==> src/spi_ioexp_defines.svh <==
`ifndef SPI_IOEXP_DEFINES_SVH
`define SPI_IOEXP_DEFINES_SVH

// opcode upper seven bits, MCP23S17 style with A2..A0 tied low
`define IOEXP_DEV_ADDR 7'h20

// one port only
`define IOEXP_NUM_REGS 4

// all pins come up as inputs
`define IOEXP_IODIR_RST 8'hFF

// --------------------
// register map
// --------------------
`define IOEXP_REG_IODIR 2'd0
`define IOEXP_REG_IPOL  2'd1
`define IOEXP_REG_GPIO  2'd2
`define IOEXP_REG_OLAT  2'd3

`endif
==> src/ioexp_pkg.sv <==
`include "spi_ioexp_defines.svh"

package ioexp_pkg;

    // --------------------
    // register bus
    // --------------------
    typedef logic [$clog2(`IOEXP_NUM_REGS)-1:0] reg_addr_t;
    typedef logic [7:0]                         reg_data_t;

    // held stable with valid until ready
    typedef struct packed {
        logic      we;
        reg_addr_t addr;
        reg_data_t wdata;
    } reg_req_t;

    // valid one cycle after a read handshake
    typedef struct packed {
        reg_data_t rdata;
    } reg_rsp_t;

    // config seen by the pin logic
    typedef struct packed {
        reg_data_t iodir;
        reg_data_t ipol;
        reg_data_t olat;
    } cfg_state_t;

endpackage

==> src/spi_pkg.sv <==
package spi_pkg;

    // one byte on the SPI wire, msb first
    typedef logic [7:0] spi_byte_t;

    // where the decoder sits inside a chip-select frame
    typedef enum logic [1:0] {
        PH_OPCODE,
        PH_ADDR,
        PH_DATA,
        // wrong device address, skip to end of frame
        PH_IGNORE
    } frame_phase_e;

endpackage

==> src/spi_ioexp_top.sv <==
`timescale 1ns/1ps

module spi_ioexp_top import ioexp_pkg::*; (
    input  logic      sysClk,
    input  logic      rst_n_i,
    input  logic      spi_sclk_i,
    input  logic      spi_cs_n_i,
    input  logic      spi_mosi_i,
    output logic      spi_miso_o,
    input  reg_data_t pins_i,
    output reg_data_t pins_o,
    output reg_data_t pins_oe_o
);

    // byte stream
    logic [7:0] rx_byte;
    logic       rx_valid;
    logic       frame_start;
    logic [7:0] tx_byte;
    logic       tx_valid;

    // --------------------
    // register bus
    // --------------------
    logic       spi_req_valid;
    reg_req_t   spi_req;
    logic       spi_req_ready;
    logic       spi_rsp_valid;
    reg_rsp_t   spi_rsp;
    logic       gp_req_valid;
    reg_req_t   gp_req;
    logic       gp_req_ready;
    cfg_state_t cfg;

    spi_slave u_spi_slave (
        .sysClk        (sysClk),
        .rst_n_i       (rst_n_i),
        .spi_sclk_i    (spi_sclk_i),
        .spi_cs_n_i    (spi_cs_n_i),
        .spi_mosi_i    (spi_mosi_i),
        .spi_miso_o    (spi_miso_o),
        .tx_byte_i     (tx_byte),
        .tx_valid_i    (tx_valid),
        .rx_byte_o     (rx_byte),
        .rx_valid_o    (rx_valid),
        .frame_start_o (frame_start)
    );

    spi_cmd_ctrl u_spi_cmd_ctrl (
        .sysClk        (sysClk),
        .rst_n_i       (rst_n_i),
        .rx_byte_i     (rx_byte),
        .rx_valid_i    (rx_valid),
        .frame_start_i (frame_start),
        .tx_byte_o     (tx_byte),
        .tx_valid_o    (tx_valid),
        .req_valid_o   (spi_req_valid),
        .req_o         (spi_req),
        .req_ready_i   (spi_req_ready),
        .rsp_valid_i   (spi_rsp_valid),
        .rsp_i         (spi_rsp)
    );

    gpio_port u_gpio_port (
        .sysClk      (sysClk),
        .rst_n_i     (rst_n_i),
        .pins_i      (pins_i),
        .cfg_i       (cfg),
        .pins_o      (pins_o),
        .pins_oe_o   (pins_oe_o),
        .req_valid_o (gp_req_valid),
        .req_o       (gp_req),
        .req_ready_i (gp_req_ready)
    );

    reg_bank u_reg_bank (
        .sysClk          (sysClk),
        .rst_n_i         (rst_n_i),
        .spi_req_valid_i (spi_req_valid),
        .spi_req_i       (spi_req),
        .spi_req_ready_o (spi_req_ready),
        .spi_rsp_valid_o (spi_rsp_valid),
        .spi_rsp_o       (spi_rsp),
        .gp_req_valid_i  (gp_req_valid),
        .gp_req_i        (gp_req),
        .gp_req_ready_o  (gp_req_ready),
        .cfg_o           (cfg)
    );

endmodule

==> src/reg_bank.sv <==
`timescale 1ns/1ps
`include "spi_ioexp_defines.svh"

module reg_bank import ioexp_pkg::*; (
    input  logic       sysClk,
    input  logic       rst_n_i,
    input  logic       spi_req_valid_i,
    input  reg_req_t   spi_req_i,
    output logic       spi_req_ready_o,
    output logic       spi_rsp_valid_o,
    output reg_rsp_t   spi_rsp_o,
    input  logic       gp_req_valid_i,
    input  reg_req_t   gp_req_i,
    output logic       gp_req_ready_o,
    output cfg_state_t cfg_o
);

    reg_data_t regs [`IOEXP_NUM_REGS];
    logic      spi_fire;
    logic      gp_fire;

    // --------------------
    // fixed priority, SPI first
    // --------------------
    assign spi_req_ready_o = spi_req_valid_i;
    assign gp_req_ready_o  = gp_req_valid_i & ~spi_req_valid_i;
    assign spi_fire        = spi_req_valid_i & spi_req_ready_o;
    assign gp_fire         = gp_req_valid_i & gp_req_ready_o;

    always_ff @(posedge sysClk) begin
        if (!rst_n_i) begin
            for (int i = 0; i < `IOEXP_NUM_REGS; i++) begin
                regs[i] <= '0;
            end
            regs[`IOEXP_REG_IODIR] <= `IOEXP_IODIR_RST;
            spi_rsp_valid_o        <= 1'b0;
        end else begin
            spi_rsp_valid_o <= spi_fire & ~spi_req_i.we;
            if (spi_fire && spi_req_i.we) begin
                // GPIO writes from the host go to the latch
                if (spi_req_i.addr == `IOEXP_REG_GPIO) begin
                    regs[`IOEXP_REG_OLAT] <= spi_req_i.wdata;
                end else begin
                    regs[spi_req_i.addr] <= spi_req_i.wdata;
                end
            end
            // port side only ever updates GPIO
            if (gp_fire && gp_req_i.we && gp_req_i.addr == `IOEXP_REG_GPIO) begin
                regs[`IOEXP_REG_GPIO] <= gp_req_i.wdata;
            end
        end
    end

    // read data, one cycle after the handshake
    always_ff @(posedge sysClk) begin
        if (spi_fire) begin
            spi_rsp_o.rdata <= regs[spi_req_i.addr];
        end
    end

    assign cfg_o.iodir = regs[`IOEXP_REG_IODIR];
    assign cfg_o.ipol  = regs[`IOEXP_REG_IPOL];
    assign cfg_o.olat  = regs[`IOEXP_REG_OLAT];

endmodule

==> src/gpio_port.sv <==
`timescale 1ns/1ps
`include "spi_ioexp_defines.svh"

module gpio_port import ioexp_pkg::*; (
    input  logic       sysClk,
    input  logic       rst_n_i,
    input  reg_data_t  pins_i,
    input  cfg_state_t cfg_i,
    output reg_data_t  pins_o,
    output reg_data_t  pins_oe_o,
    output logic       req_valid_o,
    output reg_req_t   req_o,
    input  logic       req_ready_i
);

    reg_data_t pin_meta_q;
    reg_data_t pin_sync_q;
    // value last accepted by the bank
    reg_data_t last_q;
    // what the GPIO register ought to hold
    reg_data_t want;

    assign want = pin_sync_q ^ cfg_i.ipol;

    always_ff @(posedge sysClk) begin
        if (!rst_n_i) begin
            pin_meta_q  <= '0;
            pin_sync_q  <= '0;
            last_q      <= '0;
            req_valid_o <= 1'b0;
            pins_o      <= '0;
            pins_oe_o   <= '0;
        end else begin
            pin_meta_q <= pins_i;
            pin_sync_q <= pin_meta_q;
            if (req_valid_o) begin
                if (req_ready_i) begin
                    req_valid_o <= 1'b0;
                    last_q      <= req_o.wdata;
                end
            end else if (want != last_q) begin
                req_valid_o <= 1'b1;
            end
            // drive only where IODIR says output
            pins_o    <= cfg_i.olat;
            pins_oe_o <= ~cfg_i.iodir;
        end
    end

    // payload tracks the newest sample while idle
    always_ff @(posedge sysClk) begin
        if (!req_valid_o) begin
            req_o.we    <= 1'b1;
            req_o.addr  <= `IOEXP_REG_GPIO;
            req_o.wdata <= want;
        end
    end

endmodule

==> src/spi_cmd_ctrl.sv <==
`timescale 1ns/1ps
`include "spi_ioexp_defines.svh"

module spi_cmd_ctrl import spi_pkg::*, ioexp_pkg::*; (
    input  logic      sysClk,
    input  logic      rst_n_i,
    input  spi_byte_t rx_byte_i,
    input  logic      rx_valid_i,
    input  logic      frame_start_i,
    output spi_byte_t tx_byte_o,
    output logic      tx_valid_o,
    output logic      req_valid_o,
    output reg_req_t  req_o,
    input  logic      req_ready_i,
    input  logic      rsp_valid_i,
    input  reg_rsp_t  rsp_i
);

    frame_phase_e phase_q;
    // r/w bit of the opcode, 1 = read
    logic         rd_q;
    reg_addr_t    addr_q;
    reg_addr_t    addr_nxt;
    reg_addr_t    rx_addr;

    // wraps inside the four registers
    assign addr_nxt = addr_q + 1'b1;
    assign rx_addr  = reg_addr_t'(rx_byte_i);

    // --------------------
    // frame decoder
    // --------------------
    always_ff @(posedge sysClk) begin
        if (!rst_n_i) begin
            phase_q     <= PH_OPCODE;
            rd_q        <= 1'b0;
            addr_q      <= '0;
            req_valid_o <= 1'b0;
            tx_valid_o  <= 1'b0;
        end else begin
            if (req_valid_o && req_ready_i) begin
                req_valid_o <= 1'b0;
            end
            // prefetched read data ready for the slave
            if (rsp_valid_i) begin
                tx_valid_o <= 1'b1;
            end
            if (frame_start_i) begin
                phase_q    <= PH_OPCODE;
                tx_valid_o <= 1'b0;
            end else if (rx_valid_i) begin
                case (phase_q)
                    PH_OPCODE: begin
                        if (rx_byte_i[7:1] == `IOEXP_DEV_ADDR) begin
                            phase_q <= PH_ADDR;
                            rd_q    <= rx_byte_i[0];
                        end else begin
                            phase_q <= PH_IGNORE;
                        end
                    end
                    PH_ADDR: begin
                        phase_q <= PH_DATA;
                        addr_q  <= rx_addr;
                        // fetch the first byte to send back
                        if (rd_q) begin
                            req_valid_o <= 1'b1;
                        end
                    end
                    PH_DATA: begin
                        addr_q      <= addr_nxt;
                        tx_valid_o  <= 1'b0;
                        // write this byte, or prefetch the next one
                        req_valid_o <= 1'b1;
                    end
                    default: begin
                    end
                endcase
            end
        end
    end

    // request payload, follows the same decisions
    always_ff @(posedge sysClk) begin
        if (rx_valid_i && !frame_start_i) begin
            if (phase_q == PH_ADDR) begin
                req_o.we    <= 1'b0;
                req_o.addr  <= rx_addr;
                req_o.wdata <= '0;
            end else if (phase_q == PH_DATA) begin
                req_o.we    <= ~rd_q;
                req_o.addr  <= rd_q ? addr_nxt : addr_q;
                req_o.wdata <= rx_byte_i;
            end
        end
        if (rsp_valid_i) begin
            tx_byte_o <= rsp_i.rdata;
        end
    end

endmodule

==> src/spi_slave.sv <==
`timescale 1ns/1ps

module spi_slave import spi_pkg::*; (
    input  logic      sysClk,
    input  logic      rst_n_i,
    input  logic      spi_sclk_i,
    input  logic      spi_cs_n_i,
    input  logic      spi_mosi_i,
    output logic      spi_miso_o,
    input  spi_byte_t tx_byte_i,
    input  logic      tx_valid_i,
    output spi_byte_t rx_byte_o,
    output logic      rx_valid_o,
    output logic      frame_start_o
);

    // --------------------
    // input synchronizers
    // --------------------
    logic sclk_rise;
    logic sclk_fall;
    logic mosi_sync;
    logic cs_sync;
    logic cs_fall;

    cdc_sync u_sync_sclk (
        .sysClk    (sysClk),
        .rst_n_i   (rst_n_i),
        .async_i   (spi_sclk_i),
        .sync_o    (),
        .rising_o  (sclk_rise),
        .falling_o (sclk_fall)
    );

    // same latency as sclk, so level is valid on the rise pulse
    cdc_sync u_sync_mosi (
        .sysClk    (sysClk),
        .rst_n_i   (rst_n_i),
        .async_i   (spi_mosi_i),
        .sync_o    (mosi_sync),
        .rising_o  (),
        .falling_o ()
    );

    // chip select idles high
    cdc_sync #(.RST_VAL(1'b1)) u_sync_cs (
        .sysClk    (sysClk),
        .rst_n_i   (rst_n_i),
        .async_i   (spi_cs_n_i),
        .sync_o    (cs_sync),
        .rising_o  (),
        .falling_o (cs_fall)
    );

    // --------------------
    // shifters
    // --------------------
    // counts rising edges within the byte
    logic [2:0] bit_cnt;
    spi_byte_t  rx_shift;
    // bit 7 is the bit currently on miso
    spi_byte_t  tx_shift;
    spi_byte_t  next_tx;
    logic       miso_q;

    // late data goes out as 00
    assign next_tx = tx_valid_i ? tx_byte_i : '0;

    always_ff @(posedge sysClk) begin
        if (!rst_n_i) begin
            bit_cnt       <= '0;
            miso_q        <= 1'b0;
            rx_valid_o    <= 1'b0;
            frame_start_o <= 1'b0;
        end else begin
            rx_valid_o    <= 1'b0;
            frame_start_o <= cs_fall;
            if (cs_sync) begin
                // deselected, park everything
                bit_cnt <= '0;
                miso_q  <= 1'b0;
            end else if (cs_fall) begin
                // opcode byte answers with zeros
                bit_cnt <= '0;
                miso_q  <= 1'b0;
            end else begin
                if (sclk_rise) begin
                    bit_cnt <= bit_cnt + 3'd1;
                    if (bit_cnt == 3'd7) begin
                        rx_valid_o <= 1'b1;
                    end
                end
                if (sclk_fall) begin
                    // byte boundary loads the next tx byte
                    miso_q <= (bit_cnt == 3'd0) ? next_tx[7] : tx_shift[6];
                end
            end
        end
    end

    always_ff @(posedge sysClk) begin
        if (cs_fall) begin
            tx_shift <= '0;
        end else if (sclk_fall) begin
            tx_shift <= (bit_cnt == 3'd0) ? next_tx : {tx_shift[6:0], 1'b0};
        end
        if (sclk_rise) begin
            rx_shift <= {rx_shift[6:0], mosi_sync};
            if (bit_cnt == 3'd7) begin
                rx_byte_o <= {rx_shift[6:0], mosi_sync};
            end
        end
    end

    assign spi_miso_o = miso_q;

endmodule

==> src/cdc_sync.sv <==
`timescale 1ns/1ps

module cdc_sync #(
    // idle level of the input, avoids a false edge out of reset
    parameter logic RST_VAL = 1'b0
) (
    input  logic sysClk,
    input  logic rst_n_i,
    input  logic async_i,
    output logic sync_o,
    output logic rising_o,
    output logic falling_o
);

    // first stage may go metastable
    logic meta_q;
    logic sync_q;
    // last synced level, for edge compare
    logic hist_q;

    always_ff @(posedge sysClk) begin
        if (!rst_n_i) begin
            meta_q <= RST_VAL;
            sync_q <= RST_VAL;
            hist_q <= RST_VAL;
        end else begin
            meta_q <= async_i;
            sync_q <= meta_q;
            hist_q <= sync_q;
        end
    end

    assign sync_o    = sync_q;
    // one-cycle pulses
    assign rising_o  = sync_q & ~hist_q;
    assign falling_o = ~sync_q & hist_q;

endmodule

==> config.mk <==
export PLATFORM = sky130hd
export DESIGN_NAME = spi_ioexp_top
export DESIGN_NICKNAME = d
export VERILOG_FILES = /design/src/ioexp_pkg.sv /design/src/spi_pkg.sv /design/src/spi_ioexp_top.sv /design/src/reg_bank.sv /design/src/gpio_port.sv /design/src/spi_cmd_ctrl.sv /design/src/spi_slave.sv /design/src/cdc_sync.sv
export VERILOG_INCLUDE_DIRS = /design/src
export SDC_FILE = /design/constraint.sdc
export NUM_CORES = 1
export LEC_CHECK = 0
export BUFFER_PORTS_ARGS = -buffer_cell sky130_fd_sc_hd__buf_4
export CORE_UTILIZATION = 50
export DETAILED_ROUTE_END_ITERATION = 16
export PLACE_DENSITY_LB_ADDON = 0.05
export SETUP_SLACK_MARGIN = 0.05
export SLEW_MARGIN = 10
export SYNTH_ARGS = -nofsm -noshare
export SYNTH_HDL_FRONTEND = slang
export SYNTH_HIERARCHICAL = 1
export SYNTH_SLANG_ARGS = --single-unit
==> constraint.sdc <==
create_clock -name sysClk -period 4.5 [get_ports sysClk]
set_clock_uncertainty 0.15 [all_clocks]
set_input_delay 0.9 -clock sysClk [delete_from_list [all_inputs] [get_ports sysClk]]
set_output_delay 0.9 -clock sysClk [all_outputs]
set_load 0.01 [all_outputs]
== Word-level counts from Yosys, hierarchy flattened ==
Memories as Yosys holds them, arrays and structs flattened. A register that Yosys moved wholly into a read port is not among the register bits.
Index checks and enable logic that the tools add are counted.
Storage, ports and cells
  input port bits: 13
  bits in latches: 0
  register bits after elaboration: 104
  bits in writable memories: 32
  output and inout bits: 17
  memories kept: 1
  ROM bits: 0
Operators by class
  div/mod/pow operators: 0
  multiply operators: 0
  $add $sub $neg: 2
  equal/unequal tests: 6
  reduce and logical (&&, ||, !) cells: 19
  bitwise logic cells: 21
  magnitude comparators: 0
  shift operators: 0
  mux-type cells: 36
Memories
  u_reg_bank.regs: depth 4, width 8, read ports 4, clocked after memory_dff 2, write ports 4, line reg_bank.sv:18  | reg_data_t regs [`IOEXP_NUM_REGS];
Operators by type and width (count)
  8-bit two-way mux: 5
  1-bit two-way mux: 22
  11-bit two-way mux: 1
  10-bit two-way mux: 1
  1-bit NOT: 10
  8-bit != test: 1
  8-bit NOT: 1
  2-bit one-hot mux with 2 select lines: 2
  2-bit AND reduction: 4
  8-bit OR reduction: 1
  8-bit bitwise XOR: 1
  7-bit by 6-bit equality test with 1-bit output, second input constant: 1
  7-bit two-way mux: 1
  1-bit bitwise AND: 6
  2-bit two-way mux: 3
  3-bit OR reduction: 2
  2-bit equality test, second input constant: 2
  4-bit AND reduction: 1
  2-bit nonzero test: 2
  4-bit OR reduction: 1
  3-bit by 1-bit adder with 3-bit output, second input constant: 1
  3-bit equality test, second input constant: 1
  3-bit zero test: 1
  1-bit OR: 3
  other kinds (8): 10

== Logic depth before layout (Yosys ltp) ==
Gate-level depths: netlist (run 1).
  depth in word-level cells: 7
  gate-level depth with buffers: 6
  gate-level depth less buffers: 6

== Hierarchy ==
Netlist (run 1), hierarchy kept.
Modules (own cells, without submodules)
  reg_bank: cells each 110, area each 1789.2 µm², times used 1, seq. area each 1221.2 µm²
  gpio_port: cells each 138, area each 1722.9 µm², times used 1, seq. area each 1061.0 µm²
  spi_cmd_ctrl: cells each 80, area each 1066.0 µm², times used 1, seq. area each 710.7 µm²
  spi_slave: cells each 81, area each 1043.5 µm², times used 1, seq. area each 710.7 µm²
  cdc_sync: cells each 8, area each 91.3 µm², times used 3, seq. area each 60.1 µm²

== Worst setup path before layout (run 1) ==
OpenSTA, ideal clock, no wires.
  path type: input to register
  start: input rst_n_i
  end: memory u_reg_bank/regs[0][0] (netlist bit) (enable)
  data arrival time: 1.723 ns
  required time: 3.966 ns
  path buffers: 0
  setup slack: 2.243 ns
  cell stages on the path: 2
  cells stage by stage: nand4b_2 -> o21ai_0
RTL lines
  start, declared: line spi_ioexp_top.sv:5  | input logic rst_n_i,
  end, declared: line reg_bank.sv:18

==> out/metrics.yaml, run 1 <==
status: "finished clean"
cts_sinks: 152
synth_area_mm2: 0.00585
die_h_um: 110
area_delta_synth_final_pct: 15.6
ctsHtreeMaxLevel: 4
cts-buffers-inserted: 17
wl_mm: 10.4
vdd_drop_max_uv: 242
routedWlPerCell_um: 17.0
yosysWarningCount: 6
die_x_um: 110
initial_core_util_pct: 51.2
cts_hold_buf: 0
drt_first_iter_violations: 163
rows: 39
worstSetupPathType: "reg2reg"
fin_nets: 477
worstPathRequired_ns: 4.38
max_freq_mhz: 399
relSlewSlack_pct: 25.4
grt_pass1_wl_mm: 16.4
tns_ns: 0
clk_latency_ns: 0.41
setup_viol: 0
layout-drive-gt1-share_pct: 14.2
cp-end-kind: "flip-flop"
power_mw: 3.17
dr_total_vias: 3196
vias_per_cell: 5.21
dieArea_mm2: 0.0121
core_area_mm2: 0.0114
grt_max_degree: 73
gr-total-overflow: 0
drt_pass1_iterations: 4
rsz0062_at_grt: "false"
grt_pass1_vias: 3174
grt_use_met3_pct: 4.70
clk_pin_slew_ns: 0.06
p_leak_nw: 2.56
fill_cells: 930
drc: 0
io-pin-count: 30
postSynthCellCount: 428
ctsResizeCount: 0
period_minus_slack_ns: 2.51
start_kind: "flip-flop"
portBuffers: 29
gp_congestion: 0.757
antenna_found_initial: 0
finalMaxSlewViolations: 0
hold_viol_final: 0
synth_area_per_cell_um2: 13.7
multi_input_area_mm2: 0.00182
path_buf_inv: 0
crit_chain: "nand4bb_1, o21ai_0"
critPathArrivalTime_ns: 2.38
antennaDiodeCount: 0
tritoncts: "done"
hpwl_mm: 7.00
groute.layer.met1.usage_pct: 26.1
grt-busiest-layer: "met2"
regArea_mm2: 0.00386
rrSetupSlack_ns: 1.99
fin_crit_sh_pct: 55.7
cts_root_buf: "clkbuf_16"
max_stage_delay_ns: 0.99
cp_max_fo: 12
p_per_area_mw_per_mm2: 468
clk_path_buf_depth: 2
grt.total_usage_pct: 19.1
cts_setup_buffers: 0
critPathSlowestCell: "o21ai_0"
ant_nets: 0
min_path_type: "reg2reg"
worstMarginPinSlew_ns: 1.11
grt.met2_usage_pct: 28.7
path_delay_family: "compound AO/OA/AOI/OAI gates"
max_cap_violations: 0
[cell type report]
class,instances,area share [%]
clock buffer,21,6.97
inverter,9,0.499
multi-input combinational,247,26.9
timing repair buffer,31,3.44
sequential,152,57.1
tap,143,2.64
clock inverter,11,2.48
[stage by stage]
step | utilization (%) | area [µm²] | hold slack (ns) | worst slack, ns | instances
after floorplan | - | 5850 | 0.236 | 2.24 | 429
after global placement | 53.6 | 6130 | 0.255 | 1.89 | 582
after detailed placement | 53.6 | 6130 | 0.256 | 1.82 | 582
after CTS | 59.2 | 6770 | 0.271 | 2.00 | 614
after global routing | 59.2 | 6770 | 0.278 | 1.77 | 614
final | 59.2 | 6770 | 0.272 | 1.99 | 614
[final timing paths]
check                          startpoint                       end  cells after the start
setup reg to reg  u_gpio_port/req_valid_o     u_reg_bank/regs[2][0]                      2
setup / recovery  u_gpio_port/req_valid_o     u_reg_bank/regs[2][0]                      2
hold reg to reg   u_spi_slave/rx_shift[6]  u_spi_slave/rx_byte_o[7]                      0
hold / removal    u_spi_slave/rx_shift[6]  u_spi_slave/rx_byte_o[7]                      0
[sequential cells by signal, summed over array words and instances (netlist names), 2 cells and up]
name	cells
u_reg_bank/regs	32
u_reg_bank/spi_rsp_o	8
u_spi_cmd_ctrl/tx_byte_o	8
u_gpio_port/pins_oe_o	8
u_spi_cmd_ctrl/addr_q	2
u_gpio_port/pin_meta_q	8
u_gpio_port/pins_o	8
u_spi_slave/tx_shift	7
u_spi_slave/rx_byte_o	8
u_spi_slave/bit_cnt	3
u_spi_cmd_ctrl/req_o	11
u_gpio_port/pin_sync_q	8
u_spi_cmd_ctrl/phase_q	2
u_gpio_port/last_q	8
u_gpio_port/req_o	8
u_spi_slave/rx_shift	7
[cells in the final DEF (no fill, tap or decap), types with 2 or more instances in the layout]
| cell | n |
|---|---|
| edfxtp_1 | 82 |
| dfxtp_1 | 70 |
| and2_1 | 39 |
| nand2_1 | 36 |
| buf_4 | 31 |
| nor2b_1 | 22 |
| clkbuf_16 | 18 |
| nand3_1 | 16 |
| nor2_1 | 14 |
| and3_1 | 10 |
| xor2_1 | 9 |
| a21boi_0 | 8 |
| nor3_1 | 8 |
| or3_1 | 8 |
| inv_1 | 7 |
| xnor3_1 | 7 |
| mux4_1 | 7 |
| a311oi_1 | 7 |
| nand2b_1 | 6 |
| ha_1 | 6 |
| o21ai_0 | 5 |
| bufinv_16 | 4 |
| o21ai_1 | 4 |
| a21oi_1 | 4 |
| clkinv_2 | 3 |
| xnor2_1 | 3 |
| conb_1 | 3 |
| nand3b_1 | 3 |
| mux2i_1 | 3 |
| clkbuf_1 | 2 |
| clkinvlp_4 | 2 |
| and4_1 | 2 |
[metal layers]
| metal | part of all wire [%] | up-vias |
|---|---|---|
| li1 | - | 1576 |
| met4 | 1.4 | 0 |
| met5 | 0 | - |
| met1 | 50 | 1544 |
| met2 | 46 | 64 |
| met3 | 3.3 | 12 |
[power by group]
part	internal, mW	total (mW)	switching (mW)
Combinational	0.0602	0.115	0.0547
Sequential	1.51	1.55	0.0327
Clock	0.976	1.51	0.531
Power figures use the tool's default switching activity.
==> run 2, diff against run 1 <==
==> constraint.sdc (replaced) <==
create_clock -name sysClk -period 2.5 [get_ports sysClk]
set_clock_uncertainty 0.15 [all_clocks]
set_input_delay 0.5 -clock sysClk [delete_from_list [all_inputs] [get_ports sysClk]]
set_output_delay 0.5 -clock sysClk [all_outputs]
set_load 0.01 [all_outputs]
==> out/metrics.yaml, run 2 (same netlist as run 1, synthesis figures left out) <==
combPwrFrac_pct: 3.9  # +0.3 points
p_sw_share_pct: 19.6  # +0.060 points
die_h_um: 110  # unchanged
r2r_cells: 1  # -1
hold_path.startpoint: "spi_cs_n_i"
grt_pass1_vias: 3023  # -4.8%
setup_viol: 0  # unchanged
antenna_found_initial: 0  # unchanged
cts_setup_buffers: 0  # unchanged
tns_ns: 0  # unchanged
drt_pass1_iterations: 4  # unchanged
path_delay_family: "flip-flops"
switching_power_mw: 1.09  # +76%
p_int_mw: 4.46  # +75%
gp_congestion: 0.817  # +8.0%
cts_root_buf: "clkbuf_16"
final_common_cell: "edfxtp_1"
grt_pass1_wl_mm: 16.2  # -1.1%
largest_reg_flops: 32  # unchanged
critPathSlowestCell: "edfxtp_1"
portBuffers: 29  # unchanged
dieArea_mm2: 0.0121  # unchanged
min_path_cells: 2  # +2
layout-drive-gt1-share_pct: 15.6  # +1.4 points
cts_hold_buf: 0  # unchanged
vias_per_cell: 5.12  # -1.7%
area_delta_synth_final_pct: 16.5
grt.total_usage_pct: 19.2  # +0.048 points
cp_max_fo: 26  # +14
die_x_um: 110  # unchanged
fin_nets: 486  # +1.9%
relSlewSlack_pct: 47.7  # +22 points
wl_mm: 10.3  # -1.1%
drc: 0  # unchanged
gr-total-overflow: 0  # unchanged
ctsResizeCount: 0  # unchanged
worstSetupPathType: "reg2reg"
antennaDiodeCount: 0  # unchanged
status: "finished clean"
hold_viol_final: 0  # unchanged
finalMaxSlewViolations: 0  # unchanged
p_per_area_mw_per_mm2: 814  # +74%
max_freq_mhz: 519  # +30%
fin_util_pct: 59.7  # +0.45 points
rrSetupSlack_ns: 0.57  # -1.42 ns
period_minus_slack_ns: 1.93  # -0.581 ns
clk_pin_slew_ns: 0.06  # about the same
cts-buffers-inserted: 17  # unchanged
worstMarginPinSlew_ns: 0.784  # -0.324 ns
clk_path_buf_depth: 2  # unchanged
cp-end-kind: "flip-flop"
power_mw: 5.55  # +75%
critPathArrivalTime_ns: 1.93  # -0.45 ns
mostFrequentLayoutCells: "edfxtp_1, dfxtp_1, buf_4, and2_1, nand2_1"
reg.largest.list: "u_reg_bank/regs: 32 flops, u_spi_cmd_ctrl/req_o: 11 flops"
top_register: "u_reg_bank/regs"
routedWlPerCell_um: 16.5  # -2.5%
vdd_drop_max_uv: 485  # +100%
start_kind: "flip-flop"
crit_chain: "mux4_1"
clk_latency_ns: 0.42  # about the same
hpwl_mm: 7.04  # +0.57%
rows: 39  # unchanged
tritoncts: "done"
min_to: "u_spi_slave/u_sync_cs/meta_q"
initial_core_util_pct: 51.2  # unchanged
cts_sinks: 152  # unchanged
max_stage_delay_ns: 0.86  # -0.13 ns
min_path_type: "in2reg"
path_buf_inv: 0  # unchanged
timing.hold.ws_ns: 0.112  # -0.160 ns
core_area_mm2: 0.0114  # unchanged
rsz0062_at_grt: "false"
fill_cells: 933  # +0.32%
pwr-share-seq_pct: 50.2  # +1.4 points
fin_crit_sh_pct: 77.0  # +21 points
drt_first_iter_violations: 212  # +30%
ant_nets: 0  # unchanged
reg2reg_to: "u_reg_bank/spi_rsp_o[1]"
dr_total_vias: 3189  # -0.22%
r2r_start: "u_spi_cmd_ctrl/req_o[8]"
p_leak_nw: 2.60  # +1.4%
io-pin-count: 30  # unchanged
max_cap_violations: 0  # unchanged
worstPathRequired_ns: 2.50  # -1.88 ns
grt_max_degree: 73  # unchanged
ctsHtreeMaxLevel: 4  # unchanged
p_clk_share_pct: 45.9  # -1.6 points
run 2: layout make-up:
cell class	count	area [µm²]	share of cell area (%)
multi-input cells	247	1820	26.7
flip-flops and latches	152	3860	56.7
clock buffers	27	556	8.15
inverters	9	33.8	0.496
clock inverters	5	55.1	0.808
repair buffers	40	313	4.59
well taps	143	179	2.62
run 2: stage by stage:
| step | instance area [µm²] | std cells | worst slack [ns] |
|---|---|---|---|
| 6_report | 6820 | 623 | 0.574 |
| 5_1_grt | 6820 | 623 | 0.446 |
| 4_1_cts | 6820 | 623 | 0.579 |
| 3_5_place_dp | 6210 | 591 | 0.590 |
| 3_3_place_gp | 6210 | 591 | 0.628 |
| 2_1_floorplan | 5850 | 429 | 0.482 |
run 2: worst max path at each step:
| stage | from | end | slack (ns) | cells after the start |
|---|---|---|---|---|
| 5_1_grt | u_spi_cmd_ctrl/req_o[8] | u_reg_bank/spi_rsp_o[1] | 0.45 | 1 |
| 3_3_place_gp | u_spi_cmd_ctrl/req_o[8] | u_reg_bank/spi_rsp_o[1] | 0.63 | 1 |
| 4_1_cts | u_spi_cmd_ctrl/req_o[8] | u_reg_bank/spi_rsp_o[1] | 0.58 | 1 |
| 6_report | u_spi_cmd_ctrl/req_o[8] | u_reg_bank/spi_rsp_o[1] | 0.57 | 1 |
| 3_5_place_dp | u_spi_cmd_ctrl/req_o[8] | u_reg_bank/spi_rsp_o[5] | 0.59 | 1 |
| 2_1_floorplan | u_spi_cmd_ctrl/req_valid_o | u_reg_bank/regs[0][0] | 0.48 | 2 |
run 2: metal layers:
layer | GRT usage (%) | wire (µm)
met5 | 0 | 0
met4 | 8.74 | 136
met3 | 5.11 | 420
met2 | 26.7 | 4570
met1 | 28.0 | 5170
run 2: power groups by stage:
stage	Sequential [mW]	Clock (mW)	Combinational, mW
6_report	2.79	2.55	0.216
5_1_grt	2.80	2.72	0.240
4_1_cts	2.79	2.60	0.218
3_5_place_dp	2.84	0	0.217
3_3_place_gp	2.84	0	0.212
2_1_floorplan	2.82	0	0.140
